--- src/mem_cfg_pkg.sv ---
package mem_cfg_pkg;

  // Geometry of one chip
  localparam int CHIP_DEPTH       = 4096;   // Words per chip
  localparam int NIBBLE_W         = 4;      // Data pins per chip
  localparam int NIBBLES_PER_WORD = 4;      // Chips side by side in a bank
  localparam int MAX_BANKS        = 4;      // Bank field can name this many

  // Derived widths
  localparam int CHIP_ADDR_W = $clog2(CHIP_DEPTH);         // 12
  localparam int BANK_SEL_W  = $clog2(MAX_BANKS);          // 2
  localparam int WORD_W      = NIBBLE_W * NIBBLES_PER_WORD; // 16
  localparam int WORD_ADDR_W = BANK_SEL_W + CHIP_ADDR_W;   // 14

  // Address inside one chip
  typedef logic [CHIP_ADDR_W-1:0] chip_addr_t;

  // One chip's data
  typedef logic [NIBBLE_W-1:0] nibble_t;

  // One CPU word
  typedef logic [WORD_W-1:0] word_t;

  // Bank field, top of the word address
  typedef logic [BANK_SEL_W-1:0] bank_sel_t;

  // Full word address, bank above chip address
  typedef logic [WORD_ADDR_W-1:0] word_addr_t;

endpackage

--- src/mem_bus_pkg.sv ---
package mem_bus_pkg;

  // CPU request, valid with the req strobe
  typedef struct packed {
    logic                   we;     // 1 = write, 0 = read
    mem_cfg_pkg::word_addr_t addr;  // Bank and chip address
    mem_cfg_pkg::word_t      wdata; // Write word, ignored on reads
  } cpu_req_t;

  // Chip control for the active bank
  // All bits active high here, decode turns them into chip pins
  typedef struct packed {
    logic ce;       // Chip enable for the addressed bank
    logic we;       // Write enable, shared by all chips
    logic latch;    // Load address and write word
    logic capture;  // Take the read word into rdata
  } chip_ctl_t;

  // Phases of one access
  typedef enum logic [2:0] {
    IDLE,    // Waiting for req
    SETUP,   // Address and data settle on the chip pins
    ACCESS,  // Chip enabled, data-in register loads
    HOLD,    // Array written or read register loaded
    FINISH   // done and bank_err out
  } cyc_state_t;

  // Fixed cycle count from accepting edge to done sample
  localparam int CYCLE_LEN = 4;

endpackage

--- src/mem_cycle_ctrl.sv ---
`timescale 1ns/100ps

module mem_cycle_ctrl (
  input  logic                   clk,
  input  logic                   reset_n,
  input  logic                   req,        // One-cycle request strobe
  input  logic                   req_we,     // Operation of the request
  input  logic                   addr_valid, // From decode, for bank_err
  output mem_bus_pkg::chip_ctl_t chip_ctl,
  output logic                   busy,
  output logic                   done,
  output logic                   bank_err
);

  import mem_bus_pkg::*;

  cyc_state_t state;
  cyc_state_t state_nxt;
  logic       op_we;     // Stored operation, 1 = write
  logic       accept;    // Request taken this cycle

  // Requests only count in IDLE
  // Anything strobed while busy is dropped
  assign accept = req && (state == IDLE);

  // Next state
  always_comb begin
    state_nxt = state;
    case (state)
      IDLE:    if (accept) state_nxt = SETUP;
      SETUP:   state_nxt = ACCESS;  // Pins settle
      ACCESS:  state_nxt = HOLD;    // First enabled falling edge
      HOLD:    state_nxt = FINISH;  // Second enabled falling edge
      FINISH:  state_nxt = IDLE;
      default: state_nxt = IDLE;
    endcase
  end

  // State register
  always_ff @(posedge clk) begin
    if (!reset_n) begin
      state <= IDLE;
    end else begin
      state <= state_nxt;
    end
  end

  // Operation register
  always_ff @(posedge clk) begin
    if (!reset_n) begin
      op_we <= 1'b0;
    end else if (accept) begin
      op_we <= req_we;
    end
  end

  // Phase strobes
  always_comb begin
    chip_ctl.latch   = accept;                            // Loads on T0
    chip_ctl.ce      = (state == ACCESS) || (state == HOLD);
    // A write enables from ACCESS too; that first edge stores a stale
    // nibble which the HOLD edge overwrites at the same address
    chip_ctl.we      = chip_ctl.ce && op_we;
    chip_ctl.capture = (state == HOLD) && !op_we;         // rdata loads on T3
  end

  // Status outputs
  assign busy     = (state != IDLE);                  // Four cycles per access
  assign done     = (state == FINISH);                // One-cycle pulse
  assign bank_err = (state == FINISH) && !addr_valid; // Pulses with done

endmodule

--- config.mk ---
export PLATFORM = sky130hd
export DESIGN_NAME = mem_cycle_ctrl
export DESIGN_NICKNAME = d
export VERILOG_FILES = /design/src/mem_cfg_pkg.sv /design/src/mem_bus_pkg.sv /design/src/mem_cycle_ctrl.sv
export SDC_FILE = /design/constraint.sdc
export NUM_CORES = 1
export LEC_CHECK = 0
export BUFFER_PORTS_ARGS = -buffer_cell sky130_fd_sc_hd__buf_2
export CAP_MARGIN = 20
export CORE_AREA = 2 2 39 41
export DETAILED_ROUTE_END_ITERATION = 6
export DIE_AREA = 0 0 41 43
export SYNTH_ARGS = -nofsm -noshare
export SYNTH_HDL_FRONTEND = slang
export SYNTH_SLANG_ARGS = --single-unit
--- constraint.sdc ---
create_clock -name clk -period 1.1 [get_ports clk]
set_input_delay 0.22 -clock clk [delete_from_list [all_inputs] [get_ports clk]]
set_output_delay 0.22 -clock clk [all_outputs]
set_load 0.02 [all_outputs]
==> metrics <==
via count 229; DR iter-0 viols 0; deepest clock path buffer count 2; synth warn 0; final setup fails 8; Switching Share 0.288; remaining antenna violation count 0; nets@finish 48; Hold WC Path Type in -> reg; critical path, cell by cell and2b_2 > and3b_2 > buf_6; Final Non-Filler Cells 58; Worst slew margin 0.842; Max VDD drop 0.446 mV; layout cells sized above 1 0.738; CP required 0.88 ns; main combinational cell family by area after synthesis simple AND/OR/NAND/NOR gates; Final WS setup -0.298 ns; final WL 603 um; Ports 12; hold buffers post-CTS 0; Synth Cell Area 204 um^2; Final Cycle Share 1.27; Synth Net Count 25; fin util 0.315; Final HPWL DP 436 um; setup TNS -1.59 ns; Die H 43 um; multiplexer area fraction after synthesis 0.0491; Final min period 1.40 ns; H-tree depth 1; global-route usage over all layers 0.0994; post-synth top area share 0.393; Die W 41 um; sequential power share 0.321; Clock Pin Slew Worst Setup and Hold Paths 0.04 ns; Initial Util 0.147; Int Pwr 0.401 mW; largest net degree at the start of global routing 6; slowest stage delay, CP 0.37 ns; failing checks negative setup slack; Die Footprint 1760 um^2; hold path depth 3; flops & latches, synth 4; post-DR vias/cell 3.95; placed cell areas 337 um^2; RePlAce Congestion 0.602; Avg WL per Cell 10.4 um; IO Port Bufs 11; CTS sink cnt 4; clock root buffer clkbuf_4; Row Count 14; drt pass-1 iters 1; first-pass GRT wire length 1060 um; XOR/XNOR share of the synthesized area 0.0429; clk_skew 0.00519 ns; CTS tree built; outcome finished, violations left; vias in the first global route 248; Pleak 0.201 nW; design area 435 um^2; Synth cell types 15; DP Worst Slack -0.0555 ns; largest area contributor in the netlist dfxtp_1; final hold violations 0; post-synthesis cell count 20; Least-Margin Pin Slew 0.237 ns; RSZ-0062 raised after global routing yes; max cap viols 0; syn avg cell area 10.2 um^2; CP Class reg -> out; combinational share of power 0.314; Worst R2R Path Depth 4; Clock Latency Late Sink 0.24 ns; switching power 0.162 mW; post-synthesis adder-cell area fraction 0; crit path DAT 1.18 ns; area growth from synthesis to layout 113%; Num CTS Buffers 3; crit end category output pin; f_max 0.715 GHz; Clk pwr share 0.365; most common cell after layout, fill and taps aside buf_4; CORE AREA 1380 um^2; Max Transition Viols Final 0; initial antenna violation count 0; DRC 0; most frequent cells in the layout 9 x buf_4, 6 x buf_6, 4 x buf_2; crit path max-delay cell type dfxtp_4; Synth Area in Compound Gates 0.0245; total grt overflow 0; Antenna diodes 0; peak fanout along the critical path 5; post-synthesis sequential area ratio 0.393; startpoint types flop; synth top area cells dfxtp_1 39%, nor4b_4 12%, nor3b_1 7.4%; Cells after DPL 51; Simple-Gate Fraction of Synth Area 0.454; PwrDens 1290 nW/um^2
==> layer usage <==
layer | share of wire | GRT usage | up-vias
li1 | - | - | 117
met1 | 0.40 | 0.103 | 105
met2 | 0.53 | 0.131 | 7
met3 | 0.065 | 0.0681 | 0
met4 | 0 | 0.0800 | 0
met5 | 0 | 0 | -
==> path summary, 6_finish.rpt <==
path	end	slack (ns)	from
setup / recovery	chip_ctl[0]	-0.30	state[2]
hold / removal	op_we	0.24	req_we
setup reg to reg	state[2]	-0.04	state[2]
hold reg to reg	op_we	0.48	op_we
==> cells by family after synthesis <==
kind of cell,Yosys count
muxes,1
DFF,4
buffers and inverters,1
xor gates and xnor gates,1
and+or+nand+nor,12
AOI/OAI and AO/OA,1
==> sequential cells by signal, indices dropped and copies added (netlist names) <==
name / cells
op_we: 1
state: 3
==> what timing repair did <==
| item | in CTS | in global routing |
|---|---|---|
| endpoints found under the hold margin | 0 | 0 |
| resized for setup | 15 | 1 |
| pin swaps | 3 | 1 |
| setup buffers | 2 | 1 |
| endpoints found under the setup margin | 7 | 8 |
==> critical path: cells and delay by family (launching register included) <==
family	cells	cell delay [ns]
DFF	1	0.37
and+or+nand+nor	2	0.44
buffers and inverters	1	0.13
==> power by group through the flow <==
stage | logic [mW] | clock network (mW) | registers (mW)
6_report | 0.177 | 0.205 | 0.181
5_1_grt | 0.192 | 0.234 | 0.184
4_1_cts | 0.170 | 0.219 | 0.181
3_5_place_dp | 0.133 | 0 | 0.184
3_3_place_gp | 0.129 | 0 | 0.184
2_1_floorplan | 0.0771 | 0 | 0.182
==> final cells by class <==
| class | count | area, um^2 |
|---|---|---|
| fill | 150 | 948 |
| timing repair buffer | 19 | 155 |
| multi-input combinational | 15 | 143 |
| sequential | 4 | 91.3 |
| clock buffer | 4 | 26.3 |
| tap | 16 | 20.0 |
==> cell usage after synthesis, drive strengths merged <==
cell type  n
nor3b      2
and2b      1
or3        1
nor2b      1
dfxtp      4
nor3       1
nor4b      1
nand2      2
and3       1
mux2i      1
buf        1
and2       1
o21ai      1
xnor2      1
and3b      1
==> stage by stage <==
stage	hold slack [ns]	total power, mW
after floorplan	0.354	0.259
after global placement	0.460	0.312
after detailed placement	0.473	0.317
after CTS	0.231	0.571
after global routing	0.256	0.610
final	0.239	0.563
Power figures use the tool's default switching activity.
