## config.mk

```make
export PLATFORM = sky130hd
export DESIGN_NAME = mem_bank_decode
export DESIGN_NICKNAME = d
export VERILOG_FILES = /design/src/mem_cfg_pkg.sv /design/src/mem_bus_pkg.sv /design/src/mem_bank_decode.sv
export SDC_FILE = /design/constraint.sdc
export NUM_CORES = 1
export LEC_CHECK = 0
export ABC_CLOCK_PERIOD_IN_PS = 1600
export BUFFER_PORTS_ARGS = -buffer_cell sky130_fd_sc_hd__buf_4
export CORE_UTILIZATION = 42
export DETAILED_ROUTE_END_ITERATION = 8
export GPL_TIMING_DRIVEN = 0
export PLACE_DENSITY_LB_ADDON = 0.08
export RECOVER_POWER = 25
export SYNTH_ARGS = -nofsm -noshare
export SYNTH_HDL_FRONTEND = slang
export SYNTH_SLANG_ARGS = --single-unit
```

## constraint.sdc

```tcl
create_clock -name clk -period 1.6 [get_ports clk]
set_input_delay 0.08 -clock clk [delete_from_list [all_inputs] [get_ports clk]]
set_output_delay 0.08 -clock clk [all_outputs]
set_load 0.05 [all_outputs]
```

## src/mem_cfg_pkg.sv

```systemverilog
package mem_cfg_pkg;

  // Geometry of one chip
  localparam int CHIP_DEPTH       = 4096;   // Words per chip
  localparam int NIBBLE_W         = 4;      // Data pins per chip
  localparam int NIBBLES_PER_WORD = 4;      // Chips side by side in a bank
  localparam int MAX_BANKS        = 4;      // Bank field can name this many

  // Derived widths
  localparam int CHIP_ADDR_W = $clog2(CHIP_DEPTH);         // 12
  localparam int BANK_SEL_W  = $clog2(MAX_BANKS);          // 2
  localparam int WORD_W      = NIBBLE_W * NIBBLES_PER_WORD; // 16
  localparam int WORD_ADDR_W = BANK_SEL_W + CHIP_ADDR_W;   // 14

  // Address inside one chip
  typedef logic [CHIP_ADDR_W-1:0] chip_addr_t;

  // One chip's data
  typedef logic [NIBBLE_W-1:0] nibble_t;

  // One CPU word
  typedef logic [WORD_W-1:0] word_t;

  // Bank field, top of the word address
  typedef logic [BANK_SEL_W-1:0] bank_sel_t;

  // Full word address, bank above chip address
  typedef logic [WORD_ADDR_W-1:0] word_addr_t;

endpackage

```

## src/mem_bus_pkg.sv

```systemverilog
package mem_bus_pkg;

  // CPU request, valid with the req strobe
  typedef struct packed {
    logic                   we;     // 1 = write, 0 = read
    mem_cfg_pkg::word_addr_t addr;  // Bank and chip address
    mem_cfg_pkg::word_t      wdata; // Write word, ignored on reads
  } cpu_req_t;

  // Chip control for the active bank
  // All bits active high here, decode turns them into chip pins
  typedef struct packed {
    logic ce;       // Chip enable for the addressed bank
    logic we;       // Write enable, shared by all chips
    logic latch;    // Load address and write word
    logic capture;  // Take the read word into rdata
  } chip_ctl_t;

  // Phases of one access
  typedef enum logic [2:0] {
    IDLE,    // Waiting for req
    SETUP,   // Address and data settle on the chip pins
    ACCESS,  // Chip enabled, data-in register loads
    HOLD,    // Array written or read register loaded
    FINISH   // done and bank_err out
  } cyc_state_t;

  // Fixed cycle count from accepting edge to done sample
  localparam int CYCLE_LEN = 4;

endpackage

```

## src/mem_bank_decode.sv

```systemverilog
`timescale 1ns/100ps

module mem_bank_decode #(
  parameter int NUM_BANKS = 2   // 1, 2 or 4
) (
  input  logic                    clk,
  input  logic                    reset_n,
  input  mem_cfg_pkg::word_addr_t addr_in,    // Raw request address
  input  mem_bus_pkg::chip_ctl_t  chip_ctl,   // Phase strobes from the FSM
  output logic [NUM_BANKS-1:0]    ce_n,       // One enable per bank, active low
  output logic                    we_n,       // Shared by every chip
  output mem_cfg_pkg::chip_addr_t chip_addr,
  output mem_cfg_pkg::bank_sel_t  bank_sel,
  output logic                    addr_valid  // Bank field below NUM_BANKS
);

  import mem_cfg_pkg::*;

  word_addr_t addr_q;   // Address held for the whole access

  // Address register
  always_ff @(posedge clk) begin
    if (!reset_n) begin
      addr_q <= '0;
    end else if (chip_ctl.latch) begin
      addr_q <= addr_in;            // Taken on the accepting edge
    end
  end

  // Field split
  assign bank_sel  = addr_q[WORD_ADDR_W-1 -: BANK_SEL_W];  // Top bits
  assign chip_addr = addr_q[CHIP_ADDR_W-1:0];             // Low bits

  // Out-of-range banks still run a cycle, just with no chip enabled
  assign addr_valid = (int'(bank_sel) < NUM_BANKS);

  // Shared write strobe, high when idle since we follows ce
  assign we_n = ~chip_ctl.we;

  // Per-bank chip enable
  for (genvar b = 0; b < NUM_BANKS; b++) begin : g_bank_ce
    assign ce_n[b] = ~(chip_ctl.ce && addr_valid &&
                       (bank_sel == bank_sel_t'(b)));  // Only the selected bank
  end

endmodule

```

==> flow_summary.yaml, run 1 <==
timing:
  slew_headroom_pct: 61.0
  setup_viol: 0
  fmax_mhz: 943
  min_period_ns: 1.06
  holdWs_ns: 0.0462
  slew_viol_final: 0
  rsz0062_at_grt: "no"
  tightest_slew_ns: 0.588
  finalHoldViolations: 0
  fin_crit_sh_pct: 66.3
  skew_ns: 0
  fin_tns_setup_ns: 0
finish:
  fin_util_pct: 74.9
  largest_reg_flops: 14
  final_cell_area_sq_um: 877
  drive_above_1_share_pct: 44.9
  diodes: 0
  regMostFlops: "addr_q"
  synthToLayoutAreaGrowth_pct: 55.4
  reg.largest.list: "addr_q: 14 flops"
  nNetsFinal: 110
global_routing:
  antenna_found_initial: 0
  grt_overflow: 0
  grt.total_usage_pct: 16.5
  grt_max_degree: 11
  grt_first_pass_wirelength_microns: 1660
  first_global_vias: 407
flow_run:
  drv_cap: 0
logic_synthesis:
  ys_warn_count: 0
  postSynthCellCount: 50
  synth_fp_nets: 70
  synth_seq_area_share_pct: 49.7
  syn_area_sq_um: 564
  ys_ff_latch: 14
  synth_cell_types: 8
  syn_area_per_cell_sq_um: 11.3
worst_setup_path:
  reg2reg_from: "addr_q[12]"
  worstPathArrival_ns: 0.98
  rrSetupSlack_ns: 0.96
  critical_path_class: "flip-flop to primary output"
  worst_ep_required_time_ns: 1.52
  reg2reg_depth: 2
  endpoint: "ce_n[0]"
  crit_fanout: 4
  r2r_end: "addr_q[12]"
  cp-end-kind: "primary output"
  cp-startpoint: "addr_q[12]"
  cp-start-kind: "flip-flop"
floorplan:
  initial_core_util_pct: 48.2
  die_x_microns: 38.7
  dieArea_sq_um: 1490
  std_cell_rows: 12
  core_area_sq_um: 1170
  io_pins: 38
  die_y_microns: 38.7
pwr:
  vdd_drop_max_v: 0.000633
  powerDensity_nw_per_um2: 978
  leakage_nw: 0.442
clock_tree:
  clock_path_buffers: 2
  cts_tree: "done"
  ctsHoldBuffers: 0
  cts_root_buf: "clkbuf_4"
  cts_buffers: 3
  htreeDepth: 1
  clock_latency_ns: 0.28
  cts_sinks: 14
  cts_resized: 0
  clk_transition_reported_paths_ns: 0.08
  cts_setup_buffers: 0
route:
  via_per_inst: 4.61
  drt_pass1_iterations: 3
  drt_drc_violations_left: 0
  via_count: 475
  routed_wl_microns: 1080
  drtIter0Drc: 2
  ant_nets: 0
  routedWlPerCell_microns: 10.5
outcome:
  status: "finished clean"
placed_design:
  gp_congestion: 0.648
  dpl_cell_area_sq_um: 845
  port_buffers: 35
  dp_hpwl_microns: 831
min_path:
  hold_path.class: "input pin to flip-flop"
-- routing by layer --
metal	global-route usage, %	routed length [microns]
met4	7.76	8
met2	25.8	526
met5	0	0
met3	5.20	92
met1	20.4	454
-- cell usage in the layout, fill, tap and decap left out --
| cell type | instances |
|---|---|
| buf_12 | 1 |
| buf_4 | 34 |
| buf_6 | 1 |
| clkbuf_1 | 2 |
| clkbuf_4 | 3 |
| clkbuf_8 | 1 |
| dfxtp_1 | 14 |
| inv_1 | 3 |
| mux2i_1 | 14 |
| nand3_1 | 2 |
| nor2b_1 | 14 |
-- critical path, stage by stage, from the launching register on --
cell     delay, ns
dfxtp_1       0.39
inv_1         0.05
nand3_1       0.07
buf_4         0.19
-- cell type report --
type / count / area [sq um]
multi-input combinational: 30 / 238
tap: 14 / 17.5
fill: 92 / 294
inverter: 3 / 11.3
clock buffer: 4 / 36.3
timing repair buffer: 35 / 259
sequential: 14 / 280
buffer: 3 / 35.0
-- through the flow --
step	power, W	cells	setup slack (ns)
4_1_cts	0.000870	103	0.525
3_3_place_gp	0.000615	99	0.864
5_1_grt	0.000891	103	0.491
2_1_floorplan	0.000536	50	0.0357
3_5_place_dp	0.000618	99	0.850
6_report	0.000857	103	0.539
-- cells by family (layout without fill, tap and decap cells) --
logic type / count (synthesis) / after routing / synth area share (%)
flip-flops: 14 / 14 / 49.7
AND/OR/NAND/NOR: 16 / 16 / 17.3
multiplexers: 14 / 14 / 24.8
buffers and inverters: 6 / 45 / 8.20
-- worst min path at each step --
stage / from / end / slack [ns] / depth (start not counted)
3_5_place_dp: reset_n / addr_q[10] / 0.33 / 2
3_3_place_gp: reset_n / addr_q[12] / 0.33 / 2
5_1_grt: addr_in[1] / addr_q[1] / 0.06 / 3
4_1_cts: reset_n / addr_q[9] / 0.05 / 2
2_1_floorplan: reset_n / addr_q[10] / 0.21 / 1
6_report: reset_n / addr_q[13] / 0.05 / 2
-- power breakdown --
group	switching, W	internal [W]	total [W]
clock	0.000112	0.000138	0.000250
sequential	0.0000115	0.000369	0.000381
combinational	0.000134	0.0000924	0.000227
total	0.000257	0.000600	0.000857
-- synth_stat cells --
master / instances / share of area, %
clkbuf_1: 1 / 0.66
mux2i_1: 14 / 25
buf_6: 1 / 2.0
inv_1: 3 / 2.0
dfxtp_1: 14 / 50
nor2b_1: 14 / 16
nand3_1: 2 / 1.8
buf_12: 1 / 3.5
No activity file was read; power rests on OpenSTA's default activity.
==> run 2: changes to the inputs <==
Settings changed: ABC_CLOCK_PERIOD_IN_PS 1600 to 900, CORE_UTILIZATION 42 to 35.
Clock period 1.6 ns to 0.9 ns, I/O delays scaled along.
==> flow_summary.yaml, run 2 (synthesized netlist as in run 1, its figures left out) <==
floorplan:
  core_area_sq_um: 1510
  std_cell_rows: 14
  dieArea_sq_um: 1780
  io_pins: 38
  die_y_microns: 42.2
  die_x_microns: 42.2
  initial_core_util_pct: 37.5
worst_setup_path:
  reg2reg_depth: 3
  cp-start-kind: "flip-flop"
  cp_num_cells: 3
  critical_path_class: "flip-flop to primary output"
  crit_chain: "clkinvlp_4 -> nand3_4 -> buf_8"
  crit_fanout: 3
  path_buf_inv: 2
  worstPathArrival_ns: 0.98
  cp-end-kind: "primary output"
  cp_slowest_cell: "dfxtp_4"
  crit_family: "flip-flops"
  worst_ep_required_time_ns: 0.85
  slowest_delay_ns: 0.36
  rrSetupSlack_ns: 0.13
timing:
  fmax_mhz: 975
  rsz0062_at_grt: "yes"
  tightest_slew_ns: 0.586
  slew_headroom_pct: 61.1
  holdWs_ns: 0.0120
  finalHoldViolations: 0
  setup_viol: 4
  min_period_ns: 1.03
  skew_ns: 0
  slew_viol_final: 0
  worst_slack_ns: -0.125
  fin_crit_sh_pct: 114
global_routing:
  grt_overflow: 0
  first_global_vias: 492
  grt.total_usage_pct: 14.0
  grt_first_pass_wirelength_microns: 1930
  grt_max_degree: 11
  antenna_found_initial: 0
min_path:
  min_delay_path_depth: 2
  hold_path.class: "input pin to flip-flop"
route:
  wl_met1_microns: 436
  wl_met3_microns: 93
  drt_pass1_iterations: 4
  drt_drc_violations_left: 0
  routed_wl_microns: 1110
  top_layer: "met4"
  via_count: 493
  routedWlPerCell_microns: 10.5
  dr_wl_met2_microns: 566
  drtIter0Drc: 1
  via_per_inst: 4.65
  ant_nets: 0
clock_tree:
  cts_sinks: 14
  cts_buffers: 3
  ctsHoldBuffers: 0
  htreeDepth: 1
  cts_root_buf: "clkbuf_4"
  clock_latency_ns: 0.27
  clk_transition_reported_paths_ns: 0.08
  cts_tree: "done"
  clock_path_buffers: 2
finish:
  drive_above_1_share_pct: 63.3
  reg.largest.list: "addr_q: 14 flops"
  stdcell_count: 106
  diodes: 0
  mostFrequentLayoutCell: "buf_4"
  synthToLayoutAreaGrowth_pct: 70.1
  largest_reg_flops: 14
  regMostFlops: "addr_q"
  mostFrequentLayoutCells: "31 x buf_4, 14 x mux2i_1, 14 x nor2b_1"
  fin_util_pct: 63.7
  nNetsFinal: 111
  final_cell_area_sq_um: 960
placed_design:
  dp_hpwl_microns: 890
  port_buffers: 35
  dp_cells: 101
  dpl_cell_area_sq_um: 896
  gp_congestion: 0.586
pwr:
  powerDensity_nw_per_um2: 1610
  leakage_nw: 0.463
  vdd_drop_max_v: 0.000984
flow_run:
  drv_cap: 0
outcome:
  violations: "negative setup slack"
  status: "finished, violations left"
run 2: cell count changes in the layout (fill, tap and decap cells not counted), sizes merged:
cell      delta
buf          +1
clkinvlp     +1
inv          -1
run 2: metal layers:
layer / vias up / GRT usage [%]
met5: - / 0
met4: 0 / 7.50
met3: 2 / 4.74
met2: 23 / 24.4
met1: 224 / 14.9
li1: 244 / -
run 2: final timing paths:
check / start / endpoint
min: reset_n / addr_q[13]
max reg2reg: addr_q[13] / addr_q[13]
max: addr_q[13] / ce_n[0]
min reg2reg: addr_q[2] / addr_q[2]
run 2: area by class of cell:
class                   count  area [sq um]
multi-input cells          30           263
well taps                  16          20.0
fillers                   132           547
inverters                   3          15.0
repair buffers             36           289
plain buffers               3          35.0
clock buffers               4          36.3
flip-flops and latches     14           302
run 2: what timing repair did:
item | in CTS | in global routing
resized for setup | 6 | 1
setup endpoints to repair | 4 | 5
hold endpoints to repair | 0 | 0
pin swaps | 2 | 0
buffers inserted | 1 | 0
run 2: where the power goes:
part | switching [W] | internal [W]
Sequential | 0.0000226 | 0.000660
Combinational | 0.000250 | 0.000184
Clock | 0.000184 | 0.000246
run 2: worst register-to-register path, cell delays in order (launching register included):
cell and delay (ns):
dfxtp_4 0.35, buf_4 0.13, mux2i_1 0.13, nor2b_1 0.06
run 2: per-stage QoR:
step | power (W) | worst slack [ns] | TNS [ns]
after floorplan | 0.000972 | -0.204 | -0.409
after global placement | 0.00111 | 0.0969 | 0
after detailed placement | 0.00112 | 0.0887 | 0
after CTS | 0.00157 | -0.140 | -0.450
after global routing | 0.00162 | -0.191 | -0.623
final | 0.00155 | -0.125 | -0.399
